File: src/frodo_cfg.svh
`ifndef FRODO_CFG_SVH
`define FRODO_CFG_SVH

// matrix geometry
`define FRODO_N 32'd1344
`define FRODO_A_STRIDE (32'd16 * `FRODO_N)   // one plane of A in hash memory
`define FRODO_SE_STRIDE (32'd8 * `FRODO_N)   // one plane of S/E in sp ram
`define FRODO_B_BASE (32'd64 * `FRODO_N)     // result matrix base in sp ram

// line limits of one tile pass
`define LINE_LAST 32'd340
`define LINE_SQUARE_END 32'd336
`define LINE_STATE_DROP 32'd338
`define LINE_WB_FIRST 32'd4
`define LINE_LOAD_END 32'd2

// address steps per line
`define HASH_LINE_STEP 32'd64
`define SP_LINE_STEP 32'd32

`endif

File: src/mem_types_pkg.sv
package mem_types_pkg;

    typedef logic [63:0] word_t;
    typedef logic [31:0] addr_t;

    // everything the controller drives toward the rams
    typedef struct packed {
        addr_t addr_hash;
        addr_t addr_sp;
        addr_t addr_sp_2;   // write-back port
        logic  wen_sp;
        logic  wen_sp_2;
        logic  wen_hash;
        word_t data_adder;  // partial sum fed back into the array
    } mem_req_t;

endpackage

File: src/sched_pkg.sv
package sched_pkg;

    typedef enum logic [2:0] {
        MODE_IDLE = 3'd0,
        MODE_AS   = 3'd1,
        MODE_SA   = 3'd2,
        MODE_SB   = 3'd3,
        MODE_BS   = 3'd4
    } mem_mode_t;

    typedef enum logic [3:0] {
        ST_FREE        = 4'd0,
        ST_AS_SQUARE   = 4'd1,
        ST_AS_SAVE     = 4'd2,
        ST_AS_WAITHASH = 4'd3,
        ST_SA_LOAD1    = 4'd4,
        ST_SA_LOAD2    = 4'd5,
        ST_SA_CALC1    = 4'd6,
        ST_SA_CALC2    = 4'd7,
        ST_SA_DONE     = 4'd8
    } sched_state_t;

    typedef struct packed {
        logic [1:0]  beat;  // position inside a 4-beat group
        logic [31:0] line;
    } tile_pos_t;

    typedef struct packed {
        sched_state_t state;
        sched_state_t prev_state;
        mem_mode_t    mode;       // latched on calc_init
        logic [9:0]   block_cnt;
        logic         bias_sel;   // second sa pass
    } sched_info_t;

    typedef struct packed {
        logic enable;
        logic state;       // 0 load, 1 compute
        logic mode;
        logic tp_select;
        logic tp_dir;
        logic tp_rst_sync;
    } array_ctl_t;

endpackage

File: src/tile_counter.sv
`timescale 1ns/1ns
`include "frodo_cfg.svh"

module tile_counter (
    input  logic                 clk,
    input  logic                 rst_n,
    input  logic                 clear_all,
    input  logic                 clear_beat,
    input  logic                 count_en,
    output sched_pkg::tile_pos_t pos
);

    logic [1:0]           beat;
    mem_types_pkg::addr_t line;  // same width as the addresses it scales

    always_ff @(posedge clk or negedge rst_n) begin
        if (!rst_n) begin
            beat <= 2'd0;
        end else if (clear_all || clear_beat) begin
            beat <= 2'd0;
        end else if (count_en) begin
            beat <= beat + 2'd1;
        end
    end

    // one line per 4-beat group
    always_ff @(posedge clk or negedge rst_n) begin
        if (!rst_n) begin
            line <= '0;
        end else if (clear_all) begin
            line <= '0;
        end else if (beat == 2'd3) begin
            if (line == `LINE_LAST) begin
                line <= '0;
            end else begin
                line <= line + 32'd1;
            end
        end
    end

    assign pos.beat = beat;
    assign pos.line = line;

    line_in_range: assert property (
        @(posedge clk) disable iff (!rst_n)
        pos.line <= `LINE_LAST
    ) else $error("tile line ran past last line");

endmodule

File: src/mem_sched_fsm.sv
`timescale 1ns/1ns
`include "frodo_cfg.svh"

module mem_sched_fsm (
    input  logic                   clk,
    input  logic                   rst_n,
    input  logic                   calc_init,
    input  logic                   hash_ready,
    input  sched_pkg::mem_mode_t   mem_mode,
    input  sched_pkg::tile_pos_t   pos,
    output sched_pkg::sched_info_t info,
    output logic                   block_init,
    output logic                   load_init,
    output logic                   count_en
);

    sched_pkg::mem_mode_t    mode;
    sched_pkg::sched_state_t state;
    sched_pkg::sched_state_t prev_state;
    sched_pkg::sched_state_t next_state;
    logic [9:0]              block_cnt;
    logic                    bias_sel;
    logic                    tile_done;
    logic                    load_done;

    assign tile_done = (pos.line == `LINE_LAST) && (pos.beat == 2'd3);
    assign load_done = (pos.line == `LINE_LOAD_END) && (pos.beat == 2'd2);

    always_ff @(posedge clk or negedge rst_n) begin
        if (!rst_n) begin
            mode <= sched_pkg::MODE_IDLE;
        end else if (calc_init) begin
            mode <= mem_mode;
        end
    end

    always_ff @(posedge clk or negedge rst_n) begin
        if (!rst_n) begin
            state      <= sched_pkg::ST_FREE;
            prev_state <= sched_pkg::ST_FREE;
        end else begin
            state      <= next_state;
            prev_state <= state;
        end
    end

    always_comb begin
        next_state = state;
        case (state)
            sched_pkg::ST_FREE: begin
                if (mode == sched_pkg::MODE_AS) begin
                    next_state = sched_pkg::ST_AS_SQUARE;
                end else if (mode == sched_pkg::MODE_SA) begin
                    next_state = sched_pkg::ST_SA_LOAD1;
                end
            end
            sched_pkg::ST_AS_SQUARE: begin
                if (pos.line == `LINE_SQUARE_END) next_state = sched_pkg::ST_AS_SAVE;
            end
            sched_pkg::ST_AS_SAVE: begin
                if (tile_done) next_state = sched_pkg::ST_AS_WAITHASH;
            end
            sched_pkg::ST_AS_WAITHASH: begin
                if (hash_ready) next_state = sched_pkg::ST_AS_SQUARE;
            end
            sched_pkg::ST_SA_LOAD1: begin
                if (load_done) next_state = sched_pkg::ST_SA_CALC1;
            end
            sched_pkg::ST_SA_LOAD2: begin
                if (load_done) next_state = sched_pkg::ST_SA_CALC2;
            end
            sched_pkg::ST_SA_CALC1: begin
                if (tile_done) next_state = sched_pkg::ST_SA_LOAD2;
            end
            sched_pkg::ST_SA_CALC2: begin
                if (tile_done) next_state = sched_pkg::ST_SA_DONE;
            end
            sched_pkg::ST_SA_DONE: next_state = sched_pkg::ST_SA_DONE;  // held until reset
            default: next_state = sched_pkg::ST_FREE;
        endcase
    end

    // entry into either load state
    assign load_init = (next_state == sched_pkg::ST_SA_LOAD1 && state != sched_pkg::ST_SA_LOAD1)
                    || (next_state == sched_pkg::ST_SA_LOAD2 && state != sched_pkg::ST_SA_LOAD2);

    always_ff @(posedge clk or negedge rst_n) begin
        if (!rst_n) begin
            block_init <= 1'b0;
        end else begin
            block_init <= (state == sched_pkg::ST_AS_WAITHASH
                           && next_state == sched_pkg::ST_AS_SQUARE)
                       || (state == sched_pkg::ST_SA_LOAD1
                           && next_state == sched_pkg::ST_SA_CALC1)
                       || (state == sched_pkg::ST_SA_LOAD2
                           && next_state == sched_pkg::ST_SA_CALC2);
        end
    end

    always_ff @(posedge clk or negedge rst_n) begin
        if (!rst_n) begin
            block_cnt <= 10'd0;
        end else if (calc_init) begin
            block_cnt <= 10'd0;
        end else if (state == sched_pkg::ST_AS_SAVE
                     && next_state == sched_pkg::ST_AS_WAITHASH) begin
            block_cnt <= block_cnt + 10'd1;
        end
    end

    always_ff @(posedge clk or negedge rst_n) begin
        if (!rst_n) begin
            bias_sel <= 1'b0;
        end else if (state == sched_pkg::ST_SA_LOAD1) begin
            bias_sel <= 1'b0;
        end else if (state == sched_pkg::ST_SA_LOAD2) begin
            bias_sel <= 1'b1;
        end
    end

    assign count_en = (mode == sched_pkg::MODE_AS)
                   || (state == sched_pkg::ST_SA_LOAD1) || (state == sched_pkg::ST_SA_LOAD2)
                   || (state == sched_pkg::ST_SA_CALC1) || (state == sched_pkg::ST_SA_CALC2);

    assign info.state      = state;
    assign info.prev_state = prev_state;
    assign info.mode       = mode;
    assign info.block_cnt  = block_cnt;
    assign info.bias_sel   = bias_sel;

    // a load entry and a block start would both clear the beat counter
    init_exclusive: assert property (
        @(posedge clk) disable iff (!rst_n)
        !(load_init && block_init)
    ) else $error("load_init and block_init overlap");

endmodule

File: src/mem_addr_gen.sv
`timescale 1ns/1ns
`include "frodo_cfg.svh"

module mem_addr_gen (
    input  sched_pkg::sched_info_t  info,
    input  sched_pkg::tile_pos_t    pos,
    input  mem_types_pkg::word_t    bram_data_sp,
    output mem_types_pkg::mem_req_t req
);

    logic                 half_flag;
    logic [1:0]           save_bias;    // wraps in 2 bits
    logic [1:0]           save_bias_w;
    logic [1:0]           calc_bias;
    mem_types_pkg::addr_t beat_w;
    mem_types_pkg::addr_t blk_base;
    mem_types_pkg::addr_t wb_line;
    mem_types_pkg::addr_t hash_addr;

    assign half_flag   = info.block_cnt[0];
    assign save_bias   = 2'd2 - pos.beat;
    assign save_bias_w = save_bias + 2'd2;
    assign calc_bias   = pos.beat - 2'd1;
    assign beat_w      = 32'(pos.beat);

    // result block origin with two half blocks per 512 words
    assign blk_base = `FRODO_B_BASE + 32'(info.block_cnt[9:1]) * 32'd512
                    + (half_flag ? 32'd64 : 32'd0);

    // write-back trails the stream by 4 lines or by 5 on beat 0
    assign wb_line = (pos.beat != 2'd0) ? pos.line - `LINE_WB_FIRST
                                        : pos.line - (`LINE_WB_FIRST + 32'd1);

    assign hash_addr = pos.line * `HASH_LINE_STEP + beat_w * `FRODO_A_STRIDE;

    always_comb begin
        req = '0;
        if (info.mode == sched_pkg::MODE_AS) begin
            case (info.state)
                sched_pkg::ST_AS_SQUARE: begin
                    req.addr_hash = hash_addr;
                    req.addr_sp   = pos.line * `SP_LINE_STEP + beat_w * `FRODO_SE_STRIDE
                                  + (half_flag ? 32'd4 * `FRODO_SE_STRIDE : 32'd0);
                end
                sched_pkg::ST_AS_SAVE: begin
                    req.addr_sp    = blk_base + 32'(save_bias) * 32'd128;
                    req.addr_sp_2  = blk_base + 32'(save_bias_w) * 32'd128;
                    req.data_adder = bram_data_sp;
                    req.wen_sp_2   = (pos.line == `LINE_LAST - 32'd1 && pos.beat != 2'd0)
                                  || (pos.line == `LINE_LAST && pos.beat == 2'd0);
                end
                default: ;
            endcase
        end else if (info.mode == sched_pkg::MODE_SA) begin
            case (info.state)
                sched_pkg::ST_SA_LOAD1, sched_pkg::ST_SA_LOAD2: begin
                    req.addr_sp = beat_w * `FRODO_SE_STRIDE
                                + ((info.state == sched_pkg::ST_SA_LOAD2)
                                   ? 32'd4 * `FRODO_SE_STRIDE : 32'd0);
                end
                sched_pkg::ST_SA_CALC1, sched_pkg::ST_SA_CALC2: begin
                    req.addr_hash = hash_addr;
                    req.addr_sp_2 = `FRODO_B_BASE + wb_line * `HASH_LINE_STEP
                                  + 32'(calc_bias) * `FRODO_A_STRIDE
                                  + (info.bias_sel ? 32'd4 * `FRODO_A_STRIDE : 32'd0);
                    if (pos.line == `LINE_WB_FIRST) begin
                        req.wen_sp_2 = (pos.beat != 2'd0);
                    end else if (pos.line > `LINE_WB_FIRST && pos.line < `LINE_LAST) begin
                        req.wen_sp_2 = 1'b1;
                    end else if (pos.line == `LINE_LAST) begin
                        req.wen_sp_2 = (pos.beat == 2'd0);  // last tail write
                    end
                end
                default: ;
            endcase
        end
    end

endmodule

File: src/array_ctrl.sv
`timescale 1ns/1ns
`include "frodo_cfg.svh"

module array_ctrl (
    input  logic                   clk,
    input  logic                   rst_n,
    input  logic                   calc_init,
    input  logic                   block_init,
    input  sched_pkg::mem_mode_t   mem_mode,
    input  sched_pkg::sched_info_t info,
    input  sched_pkg::tile_pos_t   pos,
    input  mem_types_pkg::word_t   bram_data_sp,
    input  mem_types_pkg::word_t   bram_data_hash,
    output sched_pkg::array_ctl_t  ctl,
    output mem_types_pkg::word_t   data_left,
    output mem_types_pkg::word_t   data_right
);

    logic enable;
    logic sys_state;
    logic sys_mode;
    logic tp_select;
    logic tp_dir;
    logic tp_rst_sync;
    logic first_cycle;

    assign first_cycle = (info.prev_state != info.state);  // state entered this cycle

    always_ff @(posedge clk or negedge rst_n) begin
        if (!rst_n) begin
            enable <= 1'b0;
        end else begin
            case (info.state)
                sched_pkg::ST_SA_LOAD1, sched_pkg::ST_SA_LOAD2:
                    enable <= !(pos.beat != 2'd0 && pos.line == `LINE_LOAD_END);
                sched_pkg::ST_SA_CALC1, sched_pkg::ST_SA_CALC2: begin
                    if (first_cycle) enable <= 1'b1;
                end
                sched_pkg::ST_AS_WAITHASH: enable <= 1'b0;
                sched_pkg::ST_AS_SAVE:     enable <= 1'b1;
                sched_pkg::ST_AS_SQUARE: begin
                    if (pos.line == 32'd1 && pos.beat == 2'd1) enable <= 1'b1;  // pipe filled
                end
                default: ;
            endcase
        end
    end

    always_ff @(posedge clk or negedge rst_n) begin
        if (!rst_n) begin
            sys_mode <= 1'b0;
        end else if (calc_init) begin
            sys_mode <= (mem_mode == sched_pkg::MODE_AS) || (mem_mode == sched_pkg::MODE_SB);
        end
    end

    always_ff @(posedge clk or negedge rst_n) begin
        if (!rst_n) begin
            sys_state <= 1'b0;
        end else begin
            case (info.state)
                sched_pkg::ST_AS_SQUARE: sys_state <= 1'b1;
                sched_pkg::ST_AS_SAVE: begin
                    if (pos.line == `LINE_STATE_DROP && pos.beat == 2'd3) sys_state <= 1'b0;
                end
                sched_pkg::ST_SA_LOAD1, sched_pkg::ST_SA_LOAD2: sys_state <= 1'b0;
                sched_pkg::ST_SA_CALC1, sched_pkg::ST_SA_CALC2: sys_state <= 1'b1;
                default: ;
            endcase
        end
    end

    always_ff @(posedge clk or negedge rst_n) begin
        if (!rst_n) begin
            tp_rst_sync <= 1'b0;
        end else begin
            tp_rst_sync <= block_init;
        end
    end

    // ping-pong half flips at each group start
    always_ff @(posedge clk or negedge rst_n) begin
        if (!rst_n) begin
            tp_select <= 1'b1;
        end else if (calc_init || block_init) begin
            tp_select <= 1'b1;
        end else if (pos.beat == 2'd0) begin
            tp_select <= ~tp_select;
        end
    end

    always_comb begin
        tp_dir = 1'b1;
        if (info.mode == sched_pkg::MODE_AS) begin
            tp_dir = 1'b0;  // push out upward
        end else if (info.mode == sched_pkg::MODE_SA) begin
            tp_dir = (info.state == sched_pkg::ST_SA_LOAD1)
                  || (info.state == sched_pkg::ST_SA_LOAD2);
        end
    end

    always_comb begin
        data_left  = '0;
        data_right = '0;
        case (info.state)
            sched_pkg::ST_AS_SQUARE: begin
                data_left  = bram_data_hash;
                data_right = bram_data_sp;
            end
            sched_pkg::ST_SA_LOAD1, sched_pkg::ST_SA_LOAD2: data_right = bram_data_sp;
            sched_pkg::ST_SA_CALC1, sched_pkg::ST_SA_CALC2: begin
                if (!first_cycle) data_left = bram_data_hash;
            end
            default: ;
        endcase
    end

    assign ctl = '{enable: enable, state: sys_state, mode: sys_mode, tp_select: tp_select,
                   tp_dir: tp_dir, tp_rst_sync: tp_rst_sync};

endmodule

File: src/mem_ctrl.sv
`timescale 1ns/1ns

module mem_ctrl (
    input  logic                    clk,
    input  logic                    rst_n,
    input  logic                    calc_init,
    input  logic                    hash_ready,
    input  sched_pkg::mem_mode_t    mem_mode,
    input  mem_types_pkg::word_t    bram_data_sp,
    input  mem_types_pkg::word_t    bram_data_hash,
    output mem_types_pkg::word_t    data_left,
    output mem_types_pkg::word_t    data_right,
    output mem_types_pkg::mem_req_t mem_req,
    output sched_pkg::array_ctl_t   array_ctl,
    output sched_pkg::sched_state_t current_state
);

    sched_pkg::tile_pos_t   pos;
    sched_pkg::sched_info_t info;
    logic                   block_init;
    logic                   load_init;
    logic                   count_en;

    tile_counter u_tile_counter (
        .clk        (clk),
        .rst_n      (rst_n),
        .clear_all  (calc_init || block_init),
        .clear_beat (load_init),
        .count_en   (count_en),
        .pos        (pos)
    );

    mem_sched_fsm u_mem_sched_fsm (
        .clk        (clk),
        .rst_n      (rst_n),
        .calc_init  (calc_init),
        .hash_ready (hash_ready),
        .mem_mode   (mem_mode),
        .pos        (pos),
        .info       (info),
        .block_init (block_init),
        .load_init  (load_init),
        .count_en   (count_en)
    );

    mem_addr_gen u_mem_addr_gen (
        .info         (info),
        .pos          (pos),
        .bram_data_sp (bram_data_sp),
        .req          (mem_req)
    );

    array_ctrl u_array_ctrl (
        .clk            (clk),
        .rst_n          (rst_n),
        .calc_init      (calc_init),
        .block_init     (block_init),
        .mem_mode       (mem_mode),
        .info           (info),
        .pos            (pos),
        .bram_data_sp   (bram_data_sp),
        .bram_data_hash (bram_data_hash),
        .ctl            (array_ctl),
        .data_left      (data_left),
        .data_right     (data_right)
    );

    assign current_state = info.state;

endmodule

File: config.mk
export PLATFORM = sky130hd
export DESIGN_NAME = mem_ctrl
export DESIGN_NICKNAME = d
export VERILOG_FILES = /design/src/mem_types_pkg.sv /design/src/sched_pkg.sv /design/src/tile_counter.sv /design/src/mem_sched_fsm.sv /design/src/mem_addr_gen.sv /design/src/array_ctrl.sv /design/src/mem_ctrl.sv
export VERILOG_INCLUDE_DIRS = /design/src
export SDC_FILE = /design/constraint.sdc
export NUM_CORES = 1
export LEC_CHECK = 0
export BUFFER_PORTS_ARGS = -buffer_cell sky130_fd_sc_hd__buf_4
export CORE_AREA = 8 8 164 166
export DETAILED_ROUTE_END_ITERATION = 6
export DIE_AREA = 0 0 172 174
export MAX_ROUTING_LAYER = met4
export PLACE_DENSITY = 0.69
export REMOVE_ABC_BUFFERS = 1
export SLEW_MARGIN = 20
export SYNTH_ARGS = -nofsm -noshare
export SYNTH_HDL_FRONTEND = slang
export SYNTH_HIERARCHICAL = 1
export SYNTH_SLANG_ARGS = --single-unit
File: constraint.sdc
create_clock -name clk -period 7.1 [get_ports clk]
set_clock_uncertainty 0.05 [all_clocks]
set_input_delay 1.42 -clock clk [delete_from_list [all_inputs] [get_ports clk]]
set_output_delay 1.42 -clock clk [all_outputs]
set_load 0.02 [all_outputs]
== Word-level counts from Yosys, hierarchy flattened ==
Cells that the tools add are included.

* Bits of input ports: 135
* Output and inout bits: 301
* Logic and storage cells: 168
* Register bits after elaboration: 62

* Bitwise gates (word level): 1
* Reductions and logical operators: 43
* $lt $le $gt $ge: 2
* Equality and inequality tests: 34
* Multipliers: 3
* Multiplexer cells: 53
* Add/subtract/negate cells: 19

{| class="wikitable"
|+ Operators by type and width
! operator !! number
|-
| two-way mux 32 bit || 8
|-
| two-way mux 64 bit || 4
|-
| two-way mux 96 bit || 2
|-
| adder 32 bit || 5
|-
| == test 32 x 9 -> 1 bit, second input constant || 4
|-
| one-hot mux 64 bit (2 select lines) || 1
|-
| adder 32 x 9 -> 32 bit || 2
|-
| one-hot mux 32 bit (2 select lines) || 1
|-
| subtractor 26 x 3 -> 26 bit, second input constant || 2
|-
| two-way mux 4 bit || 9
|-
| one-hot mux 4 bit (9 select lines) || 1
|-
| adder 17 x 32 -> 32 bit, first input constant || 1
|-
| adder 32 x 1 -> 32 bit, second input constant || 1
|-
| adder 32 x 16 -> 32 bit || 1
|-
| adder 32 x 17 -> 32 bit || 1
|-
| == test 32 x 1 -> 1 bit, second input constant || 1
|-
| == test 32 x 2 -> 1 bit, second input constant || 1
|-
| == test 32 x 3 -> 1 bit, second input constant || 1
|-
| == test 4 x 3 -> 1 bit, second input constant || 8
|-
| greater-than comparator 32 x 3 -> 1 bit, second input constant || 1
|-
| less-than comparator 32 x 9 -> 1 bit, second input constant || 1
|-
| two-way mux 16 bit || 2
|-
| two-way mux 26 bit || 1
|-
| multiplier 2 x 5 -> 7 bit, second input constant || 3
|-
| 36 further kinds || 93
|}

== Logic depth before layout (Yosys ltp) ==
Gate-level depths: netlist of run 1.

* Depth after elaboration: 9
* Gate-level depth with buffers: 21
* Depth with buffers taken out: 21

== By module ==
Netlist of run 1, hierarchy kept.

{| class="wikitable"
|+ By module, submodules not included
! module !! area each (um^2) !! times used !! sequential area each (um^2) !! cells each
|-
| mem_addr_gen || 3916.3 || 1 || 0.0 || 590
|-
| tile_counter || 1945.6 || 1 || 850.8 || 203
|-
| array_ctrl || 1406.3 || 1 || 126.4 || 209
|-
| mem_sched_fsm || 1300.0 || 1 || 575.6 || 130
|-
| mem_ctrl || 6.3 || 1 || 0.0 || 1
|}

== Worst setup path before layout of run 1 ==
OpenSTA, ideal clock, no wires.

* Path kind: flip-flop to output port
* Start point: reg u_tile_counter.beat[0]
* End point: out mem_req[97] in the netlist's numbering
* Path slack: 1.101 ns
* Cell stages (with the launch flop): 20
* Required time: 5.630 ns
* Arrival time: 4.529 ns
* Buffers on the path: 2
* Cell sequence: dfrtp_1 inv_1 ha_1 clkbuf_1 a31oi_1 clkbuf_1 nor3_1 xnor2_1 fa_1 inv_1 ha_1 inv_1 fa_1 nor2b_1 o21a_1 o21ai_0 a21oi_1 o211ai_1 o31a_1 nor3_1

{| class="wikitable"
|+ RTL lines
! what !! RTL line !! source
|-
| start: declaration || tile_counter.sv:13 || <nowiki>logic [1:0] beat;</nowiki>
|-
| start signal: assignment || tile_counter.sv:22 || <nowiki>beat <= beat + 2'd1;</nowiki>
|-
| end: declaration || mem_ctrl.sv:13 || <nowiki>output mem_types_pkg::mem_req_t mem_req,</nowiki>
|}

==> flow_summary.yaml, run 1 <==
yosys:
  syn_inst: 1133
  synthFlopType: "dfrtp_1"
  async_flop_share_pct: 100
  synthSimpleGateAreaFrac_pct: 40.7
  synth_xor_area_share_pct: 10.8
  ys_seq_elements: 62
  synthAdderAreaFrac_pct: 8.29
  synth-edff-count: 0
  synth.distinct_cells: 82
  synth_compound_area_share_pct: 12.5
  synthMuxAreaShare_pct: 1.39
  yosysMostFrequentCell: "and2_1"
  synth_top_family_by_area: "simple AND/OR/NAND/NOR gates"
  yosys-top-cells-area: "dfrtp_1 18%, and2_1 14%, ha_1 6.4%"
  avgSynthCellArea_sq_um: 7.57
  syn_area_sq_um: 8570
  synth_largest_area_cell: "dfrtp_1"
  synth_warnings: 6
  synth_commonest_cells: "196 x and2_1, 122 x nor2_1, 61 x dfrtp_1, 61 x nand2_1, 54 x xor2_1"
  ys_seq_area_share_pct: 18.1
  synth_top_area_share_pct: 17.8
clock_tree:
  clk_latency_ns: 0.35
  numCtsBuffers: 9
  h-tree-depth: 3
  cts_tree: "done"
  cts-root-buf: "clkbuf_16"
  postCtsSetupBuffers: 0
  cts.sinks: 62
  clockBufferDepth: 2
  ctsHoldBuffers: 0
  path_clk_slew_ns: 0.06
  cts-resized-gates: 0
route:
  wl_um: 42000
  viasPerCell: 5.41
  routedWlPerCell_um: 22.7
  ant_nets: 0
  drc: 0
  drt-initial-drc-count: 1007
  dr.pass1.iters: 5
  vias: 10000
grt:
  grtUsageMet1_pct: 32.8
  antenna_found_initial: 15
  grt_util_met2_pct: 43.5
  grt-busiest-layer: "met2"
  grt_use_met3_pct: 8.17
  gr-total-overflow: 0
  grt_max_degree: 73
  grt_pass1_wl_um: 60100
  grt_pass1_vias: 9337
  grt_util_all_layers_pct: 27.0
die:
  die_height_um: 174
  fp-row-count: 58
  initial_core_util_pct: 35.0
  die_x_um: 172
  ios: 436
  core_area_sq_um: 24500
  die_area_sq_um: 29900
finish:
  drive_above_1_share_pct: 32.6
  fillers: 2453
  multi_input_area_sq_um: 6400
  final_nets: 1688
  register_area_sq_um: 1550
  syn2layout_area_growth_pct: 40.8
sta:
  fmax_mhz: 153
  worst_pin_slew_ns: 1.13
  setup_violations: 0
  rsz0062_at_grt: "false"
  finalHoldViolCount: 0
  max-slew-margin-rel_pct: 24.9
  drv_slew: 0
  hold_ws_ns: 0.408
  min_period_ns: 6.54
  finalSetupTns_ns: 0
  post-route-period-util_pct: 92.2
setup_path:
  cp-end-kind: "output port"
  r2r_end: "u_mem_sched_fsm/block_cnt[7]$_DFFE_PN0P_"
  crit_path_frequent_cell: "inv_1"
  cp-startpoint: "u_tile_counter/beat[0]$_DFFE_PN0P_"
  critPathLaunchType: "register"
  path_class: "reg -> out"
  crit_path_top_delay_cell: "fa_1"
  cp_top_family: "adder cells"
  crit_end: "mem_req[95]"
  reg2reg_setup_slack_ns: 4.18
  cp.required_ns: 5.63
  critical-path-max-stage-delay_ns: 0.45
  timing.rr.start: "u_tile_counter/line[13]$_DFFE_PN0P_"
  crit_cells: 23
  path_max_fanout: 12
  path_cells: "inv_1 -> ha_1 -> nor4b_1 -> buf_4 -> nor2_1 -> nor2_1 -> xor2_1 -> ha_1 -> inv_1 -> fa_1 -> inv_1 -> ha_1 -> inv_1 -> fa_1 -> nor2b_1 -> o21a_1 -> o21ai_0 -> a21oi_1 -> o211ai_1 -> nor3_1 -> xor2_1 -> nor2_1 -> buf_4"
  ff2ff_path_depth: 6
  cp.arrival_ns: 5.07
  worst-path-buf-inv: 6
flow_run:
  cap_violations: 0
power_and_ir_drop:
  power_density_nw_per_um2: 95.4
  p_leak_nw: 5.87
  total_power_w: 0.00115
  ir_drop_mv: 0.111
place:
  gp_congestion: 0.921
  post-dp-hpwl_um: 33900
  numPortBuffers: 416
run_status:
  outcome: "completed"
min_path:
  hold_path.class: "reg -> reg"
==> routing by layer <==
metal | share of wire [%] | up-vias
li1 | - | 4639
met5 | 0 | -
met4 | 1.6 | 0
met1 | 41 | 4778
met2 | 47 | 545
met3 | 11 | 46
==> worst min path at each step <==
stage                                         start                                  to  slack, ns  depth (start not counted)
2_1_floorplan  u_mem_sched_fsm/block_init$_DFF_PN0_  u_array_ctrl/tp_rst_sync$_DFF_PN0_       0.31                          0
3_3_place_gp   u_mem_sched_fsm/block_init$_DFF_PN0_  u_array_ctrl/tp_rst_sync$_DFF_PN0_       0.41                          0
3_5_place_dp   u_mem_sched_fsm/block_init$_DFF_PN0_  u_array_ctrl/tp_rst_sync$_DFF_PN0_       0.40                          0
4_1_cts        u_mem_sched_fsm/block_init$_DFF_PN0_  u_array_ctrl/tp_rst_sync$_DFF_PN0_       0.41                          0
5_1_grt        u_mem_sched_fsm/block_init$_DFF_PN0_  u_array_ctrl/tp_rst_sync$_DFF_PN0_       0.41                          0
6_report       u_mem_sched_fsm/block_init$_DFF_PN0_  u_array_ctrl/tp_rst_sync$_DFF_PN0_       0.41                          0
==> worst register-to-register path, stage by stage (launching register included) <==
cell and delay (ns):
dfrtp_1 0.88, nor4_1 0.17, and4_2 0.29, a311oi_1 0.66, nor3_4 0.12, or4_1 0.53, a21oi_1 0.15
==> cells by family (layout without fill, tap and decap cells) <==
group,Yosys count,after routing
xor+xnor,104,104
buf+inv,130,485
fa+ha+maj,52,52
simple gates,605,605
compound gates,168,168
flops,62,62
mux,11,11
other cells,1,34
==> per-stage QoR <==
| step | cells | utilization (%) | worst slack (ns) | cell area, sq um |
|---|---|---|---|---|
| floorplan | 1061 | - | 0.817 | 8090 |
| global placement | 1818 | 47.8 | 0.990 | 11700 |
| detailed placement | 1818 | 47.8 | 0.882 | 11700 |
| CTS | 1834 | 48.9 | 0.525 | 12000 |
| global route | 1847 | 49.2 | 0.0545 | 12100 |
| finish | 1851 | 49.2 | 0.556 | 12100 |
==> where the power goes <==
group	internal [W]	switching, W	leakage, nW
logic	0.000169	0.000204	4.89
registers	0.000358	0.00000537	0.839
clock network	0.000237	0.000178	0.136
==> sequential cells by signal, indices dropped and copies added (netlist names) <==
signal,count
u_mem_sched_fsm/bias_sel,1
u_mem_sched_fsm/block_init,1
u_array_ctrl/tp_select,1
u_mem_sched_fsm/state,4
u_tile_counter/line,32
u_mem_sched_fsm/block_cnt,10
u_mem_sched_fsm/prev_state,4
u_array_ctrl/sys_mode,1
u_array_ctrl/tp_rst_sync,1
u_mem_sched_fsm/mode,3
u_array_ctrl/sys_state,1
u_array_ctrl/enable,1
u_tile_counter/beat,2
==> layout by cell type (no fill, tap or decap), types with 9 or more instances in the layout <==
master	count
nand2_1	61
ha_1	44
nand2b_1	11
diode_2	15
a21oi_1	37
xnor2_1	49
a21o_1	9
nand3_1	23
conb_1	19
nor2b_1	13
clkbuf_16	9
buf_4	427
and3_1	17
and2_1	196
nor2_1	121
nor3_1	26
or3_1	13
xor2_1	54
o21ai_0	50
inv_1	40
dfrtp_1	61
nor4_1	28
nand4_1	25
==> cell type report <==
type | instances | share of cell area [%]
multi-input combinational | 959 | 53.1
timing repair buffer | 429 | 26.8
sequential | 62 | 12.9
tap | 330 | 3.42
clock buffer | 9 | 1.87
inverter | 40 | 1.24
clock inverter | 7 | 0.404
antenna | 15 | 0.311
(Power assumes the default switching activity.)
==> inputs of run 2 (changes only) <==
CORE_AREA = 8 8 165 167   (was 8 8 164 166)
DIE_AREA = 0 0 173 175   (was 0 0 172 174)
PLACE_DENSITY = 0.68   (was 0.69)
RECOVER_POWER = 25   (was not set)
==> flow_summary.yaml, run 2 (same netlist as run 1, synthesis figures left out) <==
setup_path:
  worst-path-buf-inv: 6
  critical-path-max-stage-delay_ns: 0.44
  cp-end-kind: "output port"
  cp_top_family: "adder cells"
  reg2reg_setup_slack_ns: 4.10
  crit_end: "mem_req[95]"
  path_cells: "inv_1 -> ha_2 -> nor4b_1 -> buf_4 -> nor2_1 -> nor2_1 -> xor2_1 -> ha_1 -> inv_1 -> fa_1 -> inv_1 -> ha_1 -> inv_1 -> fa_1 -> nor2b_1 -> o21a_1 -> o21ai_0 -> a21oi_1 -> o211ai_1 -> nor3_1 -> xor2_1 -> nor2_1 -> buf_4"
  cp.arrival_ns: 5.06
  path_class: "reg -> out"
  critPathLaunchType: "register"
  timing.rr.start: "u_mem_sched_fsm/state[3]$_DFF_PN0_"
  crit_cells: 23
  cp.required_ns: 5.63
  cp-startpoint: "u_tile_counter/beat[0]$_DFFE_PN0P_"
  r2r_end: "u_tile_counter/beat[1]$_DFFE_PN0P_"
  path_max_fanout: 12
  crit_path_top_delay_cell: "fa_1"
  ff2ff_path_depth: 8
  crit_path_frequent_cell: "inv_1"
clock_tree:
  path_clk_slew_ns: 0.06
  clockBufferDepth: 2
  cts.sinks: 62
  numCtsBuffers: 9
  h-tree-depth: 3
  ctsHoldBuffers: 0
  cts-root-buf: "clkbuf_16"
  cts_tree: "done"
  clk_latency_ns: 0.34
flow_run:
  cap_violations: 1
route:
  wl_met2_um: 19900
  viasPerCell: 5.37
  wl_um: 42200
  wl_met1_um: 17700
  drc: 0
  dr_wl_met3_um: 3640
  topRoutingLayerUsed: "met4"
  routedWlPerCell_um: 22.8
  dr.pass1.iters: 5
  ant_nets: 0
  drt-initial-drc-count: 914
  vias: 9910
die:
  die_area_sq_um: 30300
  ios: 436
  die_x_um: 173
  core_area_sq_um: 24700
  initial_core_util_pct: 34.8
  fp-row-count: 58
  die_height_um: 175
finish:
  final_cell_mix: "416 x buf_4, 195 x and2_1, 121 x nor2_1, 61 x nand2_1, 61 x dfrtp_1"
  final_nets: 1688
  biggestRegsByFlops: "u_tile_counter/line (32), u_mem_sched_fsm/block_cnt (10)"
  largest_reg_flops: 32
  final_common_cell: "buf_4"
  syn2layout_area_growth_pct: 40.0
  drive_above_1_share_pct: 31.7
  fin_cells: 1846
  regMostFlops: "u_tile_counter/line"
  fillers: 2502
run_status:
  violations: "max-capacitance violations, max-slew violations"
  outcome: "finished, violations left"
place:
  placedCellCount: 1818
  pre_cts_ws_ns: 0.821
  gp_congestion: 0.917
  numPortBuffers: 416
  post-dp-hpwl_um: 34100
sta:
  post-route-period-util_pct: 92.0
  drv_slew: 63
  setup_slack_ns: 0.569
  finalHoldViolCount: 0
  setup_violations: 0
  fmax_mhz: 153
  worst_pin_slew_ns: 3.53
  min_period_ns: 6.53
  finalSetupTns_ns: 0
  rsz0062_at_grt: "false"
  max-slew-margin-rel_pct: -135
power_and_ir_drop:
  p_leak_nw: 5.81
  ir_drop_mv: 0.157
  power_density_nw_per_um2: 95.6
grt:
  grt_pass1_wl_um: 61700
  grt_max_degree: 79
  grt_pass1_vias: 9467
  antenna_found_initial: 13
  grt_util_all_layers_pct: 27.2
  gr-total-overflow: 0
min_path:
  hp-start: "u_mem_sched_fsm/block_init$_DFF_PN0_"
  hold_path.class: "reg -> reg"
run 2: worst min path at each step:
stage / endpoint / slack (ns) / cells past startpoint
6_report: u_array_ctrl/tp_rst_sync$_DFF_PN0_ / 0.38 / 0
5_1_grt: u_array_ctrl/tp_rst_sync$_DFF_PN0_ / 0.40 / 0
4_1_cts: u_array_ctrl/tp_rst_sync$_DFF_PN0_ / 0.38 / 0
3_5_place_dp: u_array_ctrl/tp_rst_sync$_DFF_PN0_ / 0.36 / 0
3_3_place_gp: u_array_ctrl/tp_rst_sync$_DFF_PN0_ / 0.37 / 0
2_1_floorplan: u_array_ctrl/tp_rst_sync$_DFF_PN0_ / 0.31 / 0
run 2: report_power, final:
part	leakage (nW)	internal, W	switching [W]
Clock	0.128	0.000236	0.000176
Sequential	0.839	0.000358	0.00000460
Combinational	4.84	0.000168	0.000205
run 2: metal layers:
metal  track usage [%]  vias up
met5                 -        -
met4              6.97        0
met3              7.96       52
met2              43.9      483
met1              32.9     4750
li1                  -     4625
run 2: worst reg2reg max path, stage by stage (launching register included):
cell and delay, ns:
dfrtp_1 0.32, clkbuf_1 0.76, nor2b_1 0.24, and2_0 0.31, nand4_1 0.19, nor4b_1 0.28, o32ai_1 0.16, nor4_1 0.43
nor3_1 0.12
run 2: layout make-up:
cell class,count,area (sq um),area share (%)
repair buffers,429,3200,26.6
inverters,40,150,1.25
well taps,330,413,3.44
diodes,10,25.0,0.208
flip-flops and latches,62,1550,12.9
clock buffers,9,225,1.88
multi-input cells,959,6400,53.3
clock inverters,7,50.0,0.417
run 2: stage by stage:
step / cell area (sq um) / util [%] / hold slack (ns) / power (W)
after CTS: 12000 / 48.6 / 0.379 / 0.00115
after global placement: 11700 / 47.5 / 0.368 / 0.000735
after floorplan: 8090 / - / 0.311 / 0.000577
after detailed placement: 11700 / 47.5 / 0.356 / 0.000740
after global routing: 12000 / 48.7 / 0.399 / 0.00120
final: 12000 / 48.7 / 0.378 / 0.00115
run 2: what timing repair did:
| action | CTS | global route |
|---|---|---|
| endpoints found under the setup margin | 0 | 2 |
| buffers inserted | 0 | 0 |
| gates resized for setup | 0 | 1 |
==> inputs of run 3 (changes only) <==
CORE_AREA = 8 8 161 163   (was 8 8 165 167)
DIE_AREA = 0 0 169 171   (was 0 0 173 175)
PLACE_DENSITY = 0.71   (was 0.68)
==> flow_summary.yaml, run 3 (same netlist as run 1, synthesis figures left out) <==
setup_path:
  crit_cells: 23
  path_cells: "inv_1 -> ha_1 -> nor4b_1 -> buf_4 -> nor2_1 -> nor2_1 -> xor2_1 -> ha_1 -> inv_1 -> fa_1 -> inv_1 -> ha_1 -> inv_1 -> fa_1 -> nor2b_1 -> o21a_1 -> o21ai_0 -> a21oi_1 -> o211ai_1 -> nor3_1 -> xor2_1 -> nor2_1 -> buf_4"
  crit_path_frequent_cell: "inv_1"
  cp.required_ns: 5.63
  path_max_fanout: 12
  crit_path_top_delay_cell: "fa_1"
  critical-path-max-stage-delay_ns: 0.43
  cp_top_family: "adder cells"
  cp-end-kind: "output port"
  r2r_end: "u_mem_sched_fsm/block_cnt[7]$_DFFE_PN0P_"
  critPathLaunchType: "register"
  path_class: "reg -> out"
  crit_end: "mem_req[95]"
  worst-path-buf-inv: 6
  cp.arrival_ns: 4.99
  reg2reg_setup_slack_ns: 4.16
  ff2ff_path_depth: 6
  timing.rr.start: "u_mem_sched_fsm/state[0]$_DFF_PN0_"
  cp-startpoint: "u_tile_counter/beat[0]$_DFFE_PN0P_"
finish:
  final_cell_mix: "421 x buf_4, 195 x and2_1, 121 x nor2_1, 61 x nand2_1, 61 x dfrtp_1"
  final_nets: 1689
  fillers: 2382
  multi_input_area_sq_um: 6390
  syn2layout_area_growth_pct: 39.9
  final_common_cell: "buf_4"
  largest_reg_flops: 32
  drive_above_1_share_pct: 31.8
  biggestRegsByFlops: "u_tile_counter/line (32), u_mem_sched_fsm/block_cnt (10)"
  regMostFlops: "u_tile_counter/line"
  register_area_sq_um: 1550
min_path:
  whs_path_depth: 1
  hold_path.class: "reg -> reg"
place:
  numPortBuffers: 416
  post-dp-hpwl_um: 34400
  gp_congestion: 0.956
route:
  ant_nets: 0
  drt-initial-drc-count: 902
  viasPerCell: 5.38
  dr.pass1.iters: 5
  drc: 0
  routedWlPerCell_um: 23.0
  wl_um: 42200
  vias: 9884
flow_run:
  cap_violations: 1
clock_tree:
  ctsHoldBuffers: 0
  h-tree-depth: 3
  clk_latency_ns: 0.34
  clockBufferDepth: 2
  cts.sinks: 62
  numCtsBuffers: 9
  postCtsSetupBuffers: 0
  cts-resized-gates: 0
  cts_tree: "done"
  path_clk_slew_ns: 0.06
  cts-root-buf: "clkbuf_16"
sta:
  setup_violations: 0
  hold_ws_ns: 0.455
  drv_slew: 63
  finalSetupTns_ns: 0
  post-route-period-util_pct: 91.0
  rsz0062_at_grt: "false"
  finalHoldViolCount: 0
  max-slew-margin-rel_pct: -141
  worst_pin_slew_ns: 3.61
  fmax_mhz: 155
  min_period_ns: 6.46
grt:
  grt_pass1_vias: 9332
  grt_pass1_wl_um: 61200
  antenna_found_initial: 10
  gr-total-overflow: 0
  grt_max_degree: 79
  grt_util_all_layers_pct: 28.6
die:
  core_area_sq_um: 23300
  fp-row-count: 56
  die_area_sq_um: 28900
  ios: 436
  initial_core_util_pct: 36.9
  die_height_um: 171
  die_x_um: 169
power_and_ir_drop:
  ir_drop_mv: 0.116
  p_leak_nw: 5.83
  power_density_nw_per_um2: 95.8
run_status:
  violations: "max-capacitance violations, max-slew violations"
  outcome: "finished, violations left"
run 3: area by class of cell:
class / count / share of cell area (%)
flip-flops and latches: 62 / 12.9
diodes: 10 / 0.209
well taps: 319 / 3.33
repair buffers: 430 / 26.7
clock buffers: 9 / 1.88
clock inverters: 7 / 0.396
inverters: 40 / 1.25
multi-input cells: 959 / 53.3
run 3: where the power goes:
part | switching (W) | leakage [nW] | internal [W] | total, W
logic | 0.000203 | 4.86 | 0.000168 | 0.000371
clock network | 0.000178 | 0.132 | 0.000237 | 0.000415
registers | 0.00000460 | 0.838 | 0.000358 | 0.000362
run 3: stage by stage:
| step | total power (W) | area (sq um) | cells | utilization, % | setup WS [ns] |
|---|---|---|---|---|---|
| 3_5_place_dp | 0.000738 | 11700 | 1809 | 50.4 | 1.02 |
| 5_1_grt | 0.00121 | 12000 | 1834 | 51.5 | 0.195 |
| 4_1_cts | 0.00116 | 12000 | 1825 | 51.6 | 0.614 |
| 6_report | 0.00115 | 12000 | 1836 | 51.6 | 0.639 |
| 3_3_place_gp | 0.000732 | 11700 | 1809 | 50.4 | 1.05 |
| 2_1_floorplan | 0.000577 | 8090 | 1061 | - | 0.817 |
run 3: worst min path at each step:
stage | slack [ns] | from | end
after floorplan | 0.31 | u_mem_sched_fsm/block_init$_DFF_PN0_ | u_array_ctrl/tp_rst_sync$_DFF_PN0_
after global placement | 0.45 | u_array_ctrl/enable$_DFFE_PN0P_ | u_array_ctrl/enable$_DFFE_PN0P_
after detailed placement | 0.45 | u_array_ctrl/enable$_DFFE_PN0P_ | u_array_ctrl/enable$_DFFE_PN0P_
after CTS | 0.46 | u_array_ctrl/enable$_DFFE_PN0P_ | u_array_ctrl/enable$_DFFE_PN0P_
after global routing | 0.48 | u_array_ctrl/enable$_DFFE_PN0P_ | u_array_ctrl/enable$_DFFE_PN0P_
final | 0.46 | u_array_ctrl/enable$_DFFE_PN0P_ | u_array_ctrl/enable$_DFFE_PN0P_
run 3: per-layer routing:
metal  part of all wire [%]  wire length, um  GRT usage (%)
met1                     41            17300           34.0
met2                     48            20200           47.1
met3                    9.4             3970           9.10
met4                    1.8              744           5.81
met5                      0                0              -
run 3: worst reg2reg max path: stages (launching register included):
cell and delay (ns):
dfrtp_1 0.32, clkbuf_1 0.76, inv_1 0.25, a311oi_1 0.51, nor3_1 0.25, or4_1 0.55
a21oi_1 0.17
